===== src/rtl/clock_pkg.sv =====
package clock_pkg;

        localparam int DIGIT_W = 4;
        localparam int DIGITS  = 6;
        localparam int SEG_W   = 8; // a..g plus dot, active low

        localparam int STEP_W = 3;
        localparam logic [STEP_W-1:0] STEP_RUN      = 3'd0;
        localparam logic [STEP_W-1:0] STEP_SET_SEC  = 3'd1;
        localparam logic [STEP_W-1:0] STEP_SET_MIN  = 3'd2;
        localparam logic [STEP_W-1:0] STEP_SET_HOUR = 3'd3;
        localparam logic [STEP_W-1:0] STEP_ALM_SEC  = 3'd4;
        localparam logic [STEP_W-1:0] STEP_ALM_MIN  = 3'd5;
        localparam logic [STEP_W-1:0] STEP_ALM_HOUR = 3'd6;

        localparam int FIELD_W = 2;
        localparam logic [FIELD_W-1:0] FIELD_TICK = 2'd0; // one second, full carry
        localparam logic [FIELD_W-1:0] FIELD_SEC  = 2'd1;
        localparam logic [FIELD_W-1:0] FIELD_MIN  = 2'd2;
        localparam logic [FIELD_W-1:0] FIELD_HOUR = 2'd3;

        // same 24 bits seen as hh:mm:ss or as six display digits
        typedef union packed {
                struct packed {
                        logic [1:0][DIGIT_W-1:0] hour;   // [1] is the tens digit
                        logic [1:0][DIGIT_W-1:0] minute;
                        logic [1:0][DIGIT_W-1:0] second;
                } hms;
                logic [0:DIGITS-1][DIGIT_W-1:0] digit; // digit 0 = hour tens
        } clock_time_t;

endpackage


===== src/rtl/alarm_tone.sv =====
`timescale 1ns/1ps

module alarm_tone #(
        parameter int TONE_HALF_CYCLES = 6250000
) (
        input  logic clk,
        input  logic rst,
        input  logic alarm_active,
        output logic buzzer
);

        localparam int HALF_W = $clog2(TONE_HALF_CYCLES + 1);

        logic [HALF_W-1:0] half_cnt;

        always_ff @(posedge clk or negedge rst) begin
                if (!rst) begin
                        half_cnt <= '0;
                        buzzer   <= 1'b1; // silent, driver is active low
                end else if (alarm_active) begin
                        if (half_cnt == HALF_W'(TONE_HALF_CYCLES - 1)) begin
                                half_cnt <= '0;
                                buzzer   <= ~buzzer;
                        end else begin
                                half_cnt <= half_cnt + 1'b1;
                        end
                end else begin
                        half_cnt <= '0;
                        buzzer   <= 1'b1;
                end
        end

endmodule


===== src/rtl/bcd_time_counter.sv =====
`timescale 1ns/1ps

module bcd_time_counter (
        input  logic                          clk,
        input  logic                          rst,
        input  logic                          step,
        input  logic [clock_pkg::FIELD_W-1:0] field,
        output clock_pkg::clock_time_t        now
);

        localparam int PAIR_W = 2 * clock_pkg::DIGIT_W;
        localparam logic [PAIR_W-1:0] MS_LAST   = 8'h59;
        localparam logic [PAIR_W-1:0] HOUR_LAST = 8'h23;

        // two-digit bcd increment, wraps to 00 after last
        function automatic logic [PAIR_W-1:0] inc_pair(
                input logic [PAIR_W-1:0] pair,
                input logic [PAIR_W-1:0] last
        );
                logic [clock_pkg::DIGIT_W-1:0] tens;
                logic [clock_pkg::DIGIT_W-1:0] ones;
                tens = pair[PAIR_W-1:clock_pkg::DIGIT_W];
                ones = pair[clock_pkg::DIGIT_W-1:0];
                if (pair == last)
                        return '0;
                if (ones == 4'd9)
                        return {tens + 1'b1, 4'd0};
                return {tens, ones + 1'b1};
        endfunction

        always_ff @(posedge clk or negedge rst) begin
                if (!rst) begin
                        now <= '0;
                end else if (step) begin
                        case (field)
                                clock_pkg::FIELD_TICK: begin
                                        now.hms.second <= inc_pair(now.hms.second, MS_LAST);
                                        if (now.hms.second == MS_LAST) begin
                                                now.hms.minute <= inc_pair(now.hms.minute,
                                                                           MS_LAST);
                                                if (now.hms.minute == MS_LAST)
                                                        now.hms.hour <= inc_pair(now.hms.hour,
                                                                                 HOUR_LAST);
                                        end
                                end
                                // setting, no carry out of the field
                                clock_pkg::FIELD_SEC: begin
                                        now.hms.second <= inc_pair(now.hms.second, MS_LAST);
                                end
                                clock_pkg::FIELD_MIN: begin
                                        now.hms.minute <= inc_pair(now.hms.minute, MS_LAST);
                                end
                                clock_pkg::FIELD_HOUR: begin
                                        now.hms.hour <= inc_pair(now.hms.hour, HOUR_LAST);
                                end
                                default: begin
                                        now <= now;
                                end
                        endcase
                end
        end

endmodule


===== src/rtl/button_debounce.sv =====
`timescale 1ns/1ps

module button_debounce #(
        parameter int DEBOUNCE_CYCLES = 1000000
) (
        input  logic clk,
        input  logic rst,
        input  logic raw,
        output logic released
);

        localparam int CNT_W = $clog2(DEBOUNCE_CYCLES + 1);

        logic sync_a;
        logic sync_b;
        logic level; // filtered key level, high when idle
        logic stable;
        logic [CNT_W-1:0] cnt;

        assign stable = cnt == CNT_W'(DEBOUNCE_CYCLES);

        always_ff @(posedge clk or negedge rst) begin
                if (!rst) begin
                        sync_a   <= 1'b1;
                        sync_b   <= 1'b1;
                        cnt      <= '0;
                        level    <= 1'b1;
                        released <= 1'b0;
                end else begin
                        sync_a <= raw;
                        sync_b <= sync_a;
                        if (sync_a != sync_b)
                                cnt <= '0; // bounce, start over
                        else if (!stable)
                                cnt <= cnt + 1'b1;
                        if (stable)
                                level <= sync_b;
                        released <= stable & sync_b & ~level; // key let go
                end
        end

endmodule


===== src/rtl/clock_control.sv =====
`timescale 1ns/1ps

module clock_control #(
        parameter int SECOND_CYCLES = 50000000
) (
        input  logic                          clk,
        input  logic                          rst,
        input  logic                          set_pressed,
        input  logic                          alarm_pressed,
        input  logic                          add_pressed,
        input  clock_pkg::clock_time_t        clock_now,
        input  clock_pkg::clock_time_t        alarm_now,
        output logic                          clock_step,
        output logic [clock_pkg::FIELD_W-1:0] clock_field,
        output logic                          alarm_step,
        output logic [clock_pkg::FIELD_W-1:0] alarm_field,
        output clock_pkg::clock_time_t        display_time,
        output logic                          alarm_active,
        output logic                          alarm_on
);

        localparam int PRE_W = $clog2(SECOND_CYCLES + 1);

        logic [clock_pkg::STEP_W-1:0] step;
        logic [PRE_W-1:0] pre_cnt;
        logic running;
        logic tick;
        logic in_alarm_step;

        assign running = step == clock_pkg::STEP_RUN;
        assign tick    = running && pre_cnt == PRE_W'(SECOND_CYCLES - 1);

        always_ff @(posedge clk or negedge rst) begin
                if (!rst) begin
                        step     <= clock_pkg::STEP_RUN;
                        pre_cnt  <= '0;
                        alarm_on <= 1'b0;
                end else begin
                        if (set_pressed && !add_pressed)
                                step <= (step == clock_pkg::STEP_ALM_HOUR) ?
                                        clock_pkg::STEP_RUN : step + 1'b1;
                        if (running)
                                pre_cnt <= tick ? '0 : pre_cnt + 1'b1; // frozen while setting
                        if (alarm_pressed)
                                alarm_on <= ~alarm_on;
                end
        end

        // add presses go to the field of the current step
        always_comb begin
                clock_step    = 1'b0;
                clock_field   = clock_pkg::FIELD_TICK;
                alarm_step    = 1'b0;
                alarm_field   = clock_pkg::FIELD_SEC;
                in_alarm_step = 1'b0;
                case (step)
                        clock_pkg::STEP_RUN: clock_step = tick;
                        clock_pkg::STEP_SET_SEC: begin
                                clock_step  = add_pressed;
                                clock_field = clock_pkg::FIELD_SEC;
                        end
                        clock_pkg::STEP_SET_MIN: begin
                                clock_step  = add_pressed;
                                clock_field = clock_pkg::FIELD_MIN;
                        end
                        clock_pkg::STEP_SET_HOUR: begin
                                clock_step  = add_pressed;
                                clock_field = clock_pkg::FIELD_HOUR;
                        end
                        clock_pkg::STEP_ALM_SEC: begin
                                alarm_step    = add_pressed;
                                in_alarm_step = 1'b1;
                        end
                        clock_pkg::STEP_ALM_MIN: begin
                                alarm_step    = add_pressed;
                                alarm_field   = clock_pkg::FIELD_MIN;
                                in_alarm_step = 1'b1;
                        end
                        clock_pkg::STEP_ALM_HOUR: begin
                                alarm_step    = add_pressed;
                                alarm_field   = clock_pkg::FIELD_HOUR;
                                in_alarm_step = 1'b1;
                        end
                        default: ;
                endcase
        end

        assign display_time = in_alarm_step ? alarm_now : clock_now;
        assign alarm_active = alarm_on && running && (clock_now == alarm_now);

endmodule


===== src/rtl/digital_clock.sv =====
`timescale 1ns/1ps

module digital_clock #(
        parameter int SECOND_CYCLES    = 50000000,
        parameter int DEBOUNCE_CYCLES  = 1000000,
        parameter int SCAN_CYCLES      = 41667,
        parameter int TONE_HALF_CYCLES = 6250000
) (
        input  logic       clk,
        input  logic       rst,
        input  logic       set_button,
        input  logic       alarm_button,
        input  logic       add_button,
        output logic       buzzer,
        output logic [5:0] seg_sel,
        output logic [7:0] seg_data,
        output logic       alarm_led
);

        logic set_pressed;
        logic alarm_pressed;
        logic add_pressed;
        logic clock_step;
        logic alarm_step;
        logic alarm_active;
        logic [clock_pkg::FIELD_W-1:0] clock_field;
        logic [clock_pkg::FIELD_W-1:0] alarm_field;
        clock_pkg::clock_time_t clock_now;
        clock_pkg::clock_time_t alarm_now;
        clock_pkg::clock_time_t display_time;

        button_debounce #(.DEBOUNCE_CYCLES(DEBOUNCE_CYCLES)) set_debounce (
                .clk(clk), .rst(rst), .raw(set_button), .released(set_pressed));
        button_debounce #(.DEBOUNCE_CYCLES(DEBOUNCE_CYCLES)) alarm_debounce (
                .clk(clk), .rst(rst), .raw(alarm_button), .released(alarm_pressed));
        button_debounce #(.DEBOUNCE_CYCLES(DEBOUNCE_CYCLES)) add_debounce (
                .clk(clk), .rst(rst), .raw(add_button), .released(add_pressed));

        clock_control #(.SECOND_CYCLES(SECOND_CYCLES)) control (
                .clk(clk), .rst(rst),
                .set_pressed(set_pressed), .alarm_pressed(alarm_pressed),
                .add_pressed(add_pressed),
                .clock_now(clock_now), .alarm_now(alarm_now),
                .clock_step(clock_step), .clock_field(clock_field),
                .alarm_step(alarm_step), .alarm_field(alarm_field),
                .display_time(display_time), .alarm_active(alarm_active),
                .alarm_on(alarm_led));

        bcd_time_counter running_time (
                .clk(clk), .rst(rst), .step(clock_step), .field(clock_field), .now(clock_now));
        bcd_time_counter alarm_time (
                .clk(clk), .rst(rst), .step(alarm_step), .field(alarm_field), .now(alarm_now));

        seg_scan #(.SCAN_CYCLES(SCAN_CYCLES)) scan (
                .clk(clk), .rst(rst), .display_time(display_time),
                .seg_sel(seg_sel), .seg_data(seg_data));

        alarm_tone #(.TONE_HALF_CYCLES(TONE_HALF_CYCLES)) tone (
                .clk(clk), .rst(rst), .alarm_active(alarm_active), .buzzer(buzzer));

endmodule


===== src/rtl/seg_scan.sv =====
`timescale 1ns/1ps

module seg_scan #(
        parameter int SCAN_CYCLES = 41667
) (
        input  logic                          clk,
        input  logic                          rst,
        input  clock_pkg::clock_time_t        display_time,
        output logic [clock_pkg::DIGITS-1:0]  seg_sel,
        output logic [clock_pkg::SEG_W-1:0]   seg_data
);

        localparam int SCAN_W = $clog2(SCAN_CYCLES + 1);
        localparam int IDX_W  = $clog2(clock_pkg::DIGITS);

        logic [SCAN_W-1:0] scan_cnt;
        logic [IDX_W-1:0] idx;
        logic scan_step;

        // segments g..a, low lights the segment
        function automatic logic [6:0] hex_seg(input logic [clock_pkg::DIGIT_W-1:0] d);
                case (d)
                        4'h0: return 7'b100_0000;
                        4'h1: return 7'b111_1001;
                        4'h2: return 7'b010_0100;
                        4'h3: return 7'b011_0000;
                        4'h4: return 7'b001_1001;
                        4'h5: return 7'b001_0010;
                        4'h6: return 7'b000_0010;
                        4'h7: return 7'b111_1000;
                        4'h8: return 7'b000_0000;
                        4'h9: return 7'b001_0000;
                        4'ha: return 7'b000_1000;
                        4'hb: return 7'b000_0011;
                        4'hc: return 7'b100_0110;
                        4'hd: return 7'b010_0001;
                        4'he: return 7'b000_0110;
                        default: return 7'b000_1110;
                endcase
        endfunction

        assign scan_step = scan_cnt == SCAN_W'(SCAN_CYCLES - 1);

        always_ff @(posedge clk or negedge rst) begin
                if (!rst) begin
                        scan_cnt <= '0;
                        idx      <= '0;
                        seg_sel  <= '1; // all digits off
                        seg_data <= '1;
                end else begin
                        scan_cnt <= scan_step ? '0 : scan_cnt + 1'b1;
                        if (scan_step) begin
                                idx      <= (idx == IDX_W'(clock_pkg::DIGITS - 1)) ?
                                            '0 : idx + 1'b1;
                                seg_sel  <= ~(clock_pkg::DIGITS'(1) << idx);
                                // odd digits carry the dot
                                seg_data <= {~idx[0], hex_seg(display_time.digit[idx])};
                        end
                end
        end

endmodule


===== config.mk =====
export PLATFORM = sky130hd
export DESIGN_NAME = digital_clock
export DESIGN_NICKNAME = d
export VERILOG_FILES = /design/src/rtl/clock_pkg.sv /design/src/rtl/alarm_tone.sv /design/src/rtl/bcd_time_counter.sv /design/src/rtl/button_debounce.sv /design/src/rtl/clock_control.sv /design/src/rtl/digital_clock.sv /design/src/rtl/seg_scan.sv
export SDC_FILE = /design/constraint.sdc
export NUM_CORES = 1
export LEC_CHECK = 0
export ABC_CLOCK_PERIOD_IN_PS = 3380
export BUFFER_PORTS_ARGS = -buffer_cell sky130_fd_sc_hd__buf_2
export CAP_MARGIN = 20
export CORE_MARGIN = 4
export CORE_UTILIZATION = 50
export DETAILED_ROUTE_END_ITERATION = 8
export PLACE_DENSITY_LB_ADDON = 0.05
export SYNTH_ARGS = -nofsm -noshare
export SYNTH_HDL_FRONTEND = slang
export SYNTH_SLANG_ARGS = --single-unit

===== constraint.sdc =====
create_clock -name clk -period 3.38 [get_ports clk]
set_input_delay 0.507 -clock clk [delete_from_list [all_inputs] [get_ports clk]]
set_output_delay 0.507 -clock clk [all_outputs]
set_load 0.03 [all_outputs]

# == Yosys cells after proc, flatten, opt, wreduce, memory -nomap -nowiden ==
# Memory sizes are Yosys's and may differ from the RTL's. A register that Yosys moved wholly into a read port is not among the register bits.
# Index checks and enable logic that the tools add are counted.
# Widths: inputs -> output; s select.
# totals
ff_bits,207
mem_bits_ro,112
in_bits,5
wordCells,310
memories,1
# classes
n_addsub,20
n_lt_le_gt_ge,1
eq_ne,55
shift,1
n_mux,153
bitwise_logic,14
reduce_logical,29
# memory_table
name,depth,width,read_ports,rd_ports_with_merged_regs,wr,line,rtl
(no name shown),16,7,1,1,0,seg_scan.sv:22,case (d)
# op_table
cell,n
$mux 8,38
$mux 20,6
$pmux 8 s2,6
$mux 1,88
$add 20x1->20 const B,3
$eq 20x20->1 const B,3
$add 4x1->4 const B,12
$mux 16,3
$mux 23,2
$ne 3x1->1 const B,12
$eq 8x7->1 const B,4
$add 26x1->26 const B,1
$eq 26x26->1 const B,1
$mux 26,1
$eq 24x24->1,1
$eq 4x4->1 const B,6
$mux 24,1
$add 23x1->23 const B,1
$eq 23x23->1 const B,1
$add 16x1->16 const B,1
$eq 16x16->1 const B,1
$eq 8x6->1 const B,2
$reduce_and 4->1,4
$bmux 4 s3,1
other kinds (30),74

# == Logic depth before layout (Yosys ltp) ==
# depth
word_depth,16
depth_mapped,11
depth_no_buf,10

# == By module ==
# From an unflattened synthesis, not the netlist that was laid out.
# hier_totals
hier_cells,1214
area_unflattened_um2,12051.6
# by_module_without_submodules
module,instances,cells_per_inst,area_per_inst_um2
button_debounce,3,124,1236.2
bcd_time_counter,2,142,1478.9
clock_control,1,240,2199.6
seg_scan,1,196,1926.8
alarm_tone,1,122,1258.7

# == Worst setup path after synthesis ==
# Ideal clock, no wire load.
# synth_timing
path_kind,flip-flop to flip-flop
from,register control.step[2] in the netlist's numbering
to,register scan.seg_data[6] in the netlist's numbering
setup_time_ns,0.083
t_arrival_ns,2.497
required_ns,3.297
slack_ns,0.799
path_stages_with_launch,10
n_path_buf,1
cell_sequence,dfrtp_1 -> a21boi_1 -> buf_6 -> mux4_2 -> a22oi_1 -> inv_1 -> ha_1 -> nand2_1 -> o21ai_0 -> o32a_1
# synth_via
elab_chain_cells,7
elab_cells_between_ends,9
cone_classes,eq/ne (3); mux (5); reduce/logical (1)
# synth_lines
element,line,rtl
start: declaration,clock_control.sv:24,logic [clock_pkg::STEP_W-1:0] step;
start signal: assignment,clock_control.sv:35,step <= clock_pkg::STEP_RUN;
start signal: assignment,clock_control.sv:40,step <= (step == clock_pkg::STEP_ALM_HOUR) ?
$eq 3x3->1,clock_control.sv:56,case (step)
$reduce_or 3->1 (no source line) *,--,
$mux 1 *,clock_control.sv:56,
$mux 24 *,clock_control.sv:88,assign display_time = in_alarm_step ? alarm_now : clock_now;
$bmux 4 s3 *,seg_scan.sv:57,"seg_data <= {~idx[0], hex_seg(display_time.digit[idx])};"
$mux 4 (implied by the code) * (2 in series),seg_scan.sv:57,
end: declaration,seg_scan.sv:10,output logic [clock_pkg::SEG_W-1:0] seg_data
# Mark *: on every way between the ends. The rest lies on a longest branch, timed or not. The select of a mux whose other input is x is not followed.
# A chain may end at the register's enable or synchronous reset.

# == Worst setup path in the final report ==
# layout_timing
from,register control.step[1] in the netlist's numbering
to,register scan.seg_data[6] in the netlist's numbering
# Same word-level chain as after synthesis.

==> impl_metrics.yaml <==
global_routing:
  grt_pass1_vias: 7954
  grt_first_pass_wirelength_mm: 38.9
  grt_overflow_total: 0
  grtUsageTotal: 0.187
  grt_max_degree: 85
  antenna_found_initial: 0
logic_synthesis:
  synth-adder-area-share: 0.0516
  syn_nets: 1189
  syn_inst: 1138
  yosysSeqAreaShare: 0.467
  synth_common_cells: "dfrtp_1, nor2_1, nand2_1"
  syn-mean-instance-area_um2: 9.79
  synth_area_um2: 11100
  synth-simple-area-share: 0.223
  yosys_warnings: 0
  synth_compound_area_frac: 0.0846
  ys_top_cells_by_area: "dfrtp_1, xor2_1, dfstp_2, ha_1, nor2_1"
  yosysMostFrequentCell: "dfrtp_1"
  yosysUniqueCellTypes: 70
  synth-async-reset-ratio: 1.00
  yosys_most_used_dff: "dfrtp_1"
  synthMuxAreaShare: 0.0377
  ys_ff_latch: 207
  synth_top_family_by_area: "simple AND/OR/NAND/NOR gates"
  synth_top_area_cell: "dfrtp_1"
  synth_top_area_share: 0.411
  synth-xor-area-share: 0.106
  synth_edf_count: 0
sta:
  fin_worst_skew_ns: 0.0137
  layout_min_cycle_time_ns: 2.84
  finalHoldViolations: 16
  tightest_slew_ns: 0.893
  rsz0062_at_grt: "no"
  period_share: 0.839
  drv_slew: 0
  tns_ns: 0
  slew_headroom: 0.404
  fmax_mhz: 353
  timing.final.ws_setup_ns: 0.544
  worst_hold_slack_ns: -0.0264
  setup_viol: 0
final_layout:
  drive_gt1_frac: 0.114
  num_antenna_cells: 0
  finalNonFillerCells: 1462
  fillers: 1947
  nets: 1215
  design_area_um2: 12400
  area_growth_pct: 11.0
clock_tree:
  cts_max_level: 1
  clk_path_buf_depth: 3
  cts_tree: "built"
  cts_made_buffers: 25
  clk_latency_ns: 0.52
  root_buffer: "clkbuf_16"
  cts_sinks: 207
  cts_setup_buffers: 0
  clk_pin_slew_ns: 0.06
critical_path:
  crit_arrival_ns: 3.28
  worstSetupEndpointType: "flip-flop"
  critPathKind: "reg2reg"
  start_kind: "flip-flop"
  crit_family: "compound AO/OA/AOI/OAI gates"
  crit_chain: "a21boi_1 -> buf_4 -> mux4_2 -> a22oi_2 -> inv_1 -> ha_1 -> nand2_1 -> o21ai_0 -> o32a_1"
  crit_slowest_cell: "mux4_2"
  path_max_fanout: 12
  cp_slowest_stage_delay_ns: 0.54
  required_ns: 3.82
  crit_buf_inv: 2
route:
  drt_iter0_drc: 474
  vias: 7991
  drc: 0
  routed_wl_mm: 22.4
  detail_route.first_pass.iterations: 7
  wl_per_cell_um: 15.3
  vias_per_cell: 5.47
  drtAntennaViolNets: 0
floorplanning:
  initial_core_util: 0.509
  row_count: 54
  die_w_um: 157
  io_pins: 21
  die_area_um2: 24700
  core_um2: 21900
  die_h_um: 157
power_and_ir_drop:
  p_int_uw: 4060
  power_frac_comb: 0.029
  p_sw_frac: 0.219
  peakVddDrop_mv: 0.449
  power.leakage_uw: 0.00561
  seqPwrFrac: 0.486
  p_per_area_nw_per_um2: 420
  p_clk_frac: 0.485
  switching_power_uw: 1140
placed_design:
  post_dp_cell_area_um2: 11600
  portBuffers: 20
  dp.cells: 1417
  place_ws_ns: 0.343
  dpl.hpwl_mm: 15.5
  gp_congestion: 0.838
min_path:
  min_path_type: "in2async"
run_status:
  violations: "negative hold slack"
  outcome: "complete, but fails checks"
job:
  cap_violations: 0
[through the flow]
stage / utilization / total power [µW]
3_5_place_dp: 0.529 / 2730
3_3_place_gp: 0.529 / 2720
5_1_grt: 0.565 / 5410
4_1_cts: 0.565 / 5290
2_1_floorplan: - / 2640
6_report: 0.565 / 5200
[layer usage]
metal,part of all wire,up-vias,global-route usage
met5,0,-,0
met4,0.023,0,0.0442
met3,0.043,42,0.0349
met2,0.44,123,0.293
met1,0.50,3818,0.271
li1,-,4008,-
[area by class of cell]
type | count | area (µm²) | share of cell area
clock buffers | 39 | 748 | 0.0605
clock inverters | 6 | 33.8 | 0.00273
well taps | 280 | 350 | 0.0283
repair buffers | 33 | 233 | 0.0188
multi-input cells | 851 | 5620 | 0.455
inverters | 46 | 173 | 0.0140
flip-flops and latches | 207 | 5210 | 0.421
[final timing paths]
kind,from,to,cells after the start,slack [ns]
hold / removal,rst,control.pre_cnt[10],1,-0.03
max in group asynchronous,rst,alarm_debounce.sync_a,2,2.60
hold reg to reg,alarm_debounce.sync_a,alarm_debounce.sync_b,0,0.37
min in group clk,set_button,set_debounce.sync_a,1,0.09
setup reg to reg,control.step[1],scan.seg_data[6],9,0.54
setup / recovery,control.step[1],scan.seg_data[6],9,0.54
[sequential cells by signal (all words and copies together) (netlist names), 6 cells and up]
register            count
set_debounce.cnt       20
add_debounce.cnt       20
alarm_debounce.cnt     20
scan.scan_cnt          16
alarm_time.now         24
control.pre_cnt        26
running_time.now       24
scan.seg_sel            6
scan.seg_data           8
tone.half_cnt          23
[cell families (layout without fill, tap and decap cells)]
family / count (synthesis) / after routing
AO/OA/AOI/OAI: 146 / 146
XOR/XNOR: 135 / 135
adder cells (fa/ha/maj): 46 / 46
buffers and inverters: 80 / 124
flip-flops: 207 / 207
multiplexers: 27 / 27
AND/OR/NAND/NOR: 497 / 497
[power groups by stage]
stage	Sequential, µW	Combinational (µW)	Clock (µW)
after floorplan	2570	72.6	0
after global placement	2570	152	0
after detailed placement	2570	154	0
after CTS	2530	155	2610
after global routing	2530	176	2700
final	2530	149	2520
[what timing repair did]
item	4_1_cts	5_1_grt
endpoints found under the setup margin	0	1
resized for setup	0	1
endpoints found under the hold margin	0	0
hold buffers	0	0
[placed cells by master, fill, tap and decap left out, types with 5 or more instances in the layout]
cell type	instances
a21o_1	14
a21oi_1	22
a22o_1	6
a31oi_1	7
and2_1	6
and3_1	22
and4_1	9
buf_2	19
buf_4	11
clkbuf_1	7
clkbuf_16	25
clkbuf_8	7
clkinv_2	5
dfrtp_1	183
dfstp_2	24
ha_1	46
inv_1	46
mux2_2	10
mux2i_1	6
mux4_2	11
nand2_1	105
nand2b_1	8
nand3_1	60
nand4_1	30
nor2_1	145
nor2b_1	9
nor3_1	35
nor3b_1	5
nor4_1	13
nor4b_1	8
o21ai_0	53
o31ai_1	7
or2_2	7
or3_1	14
xnor2_1	40
xor2_1	94
(Power assumes the default switching activity.)
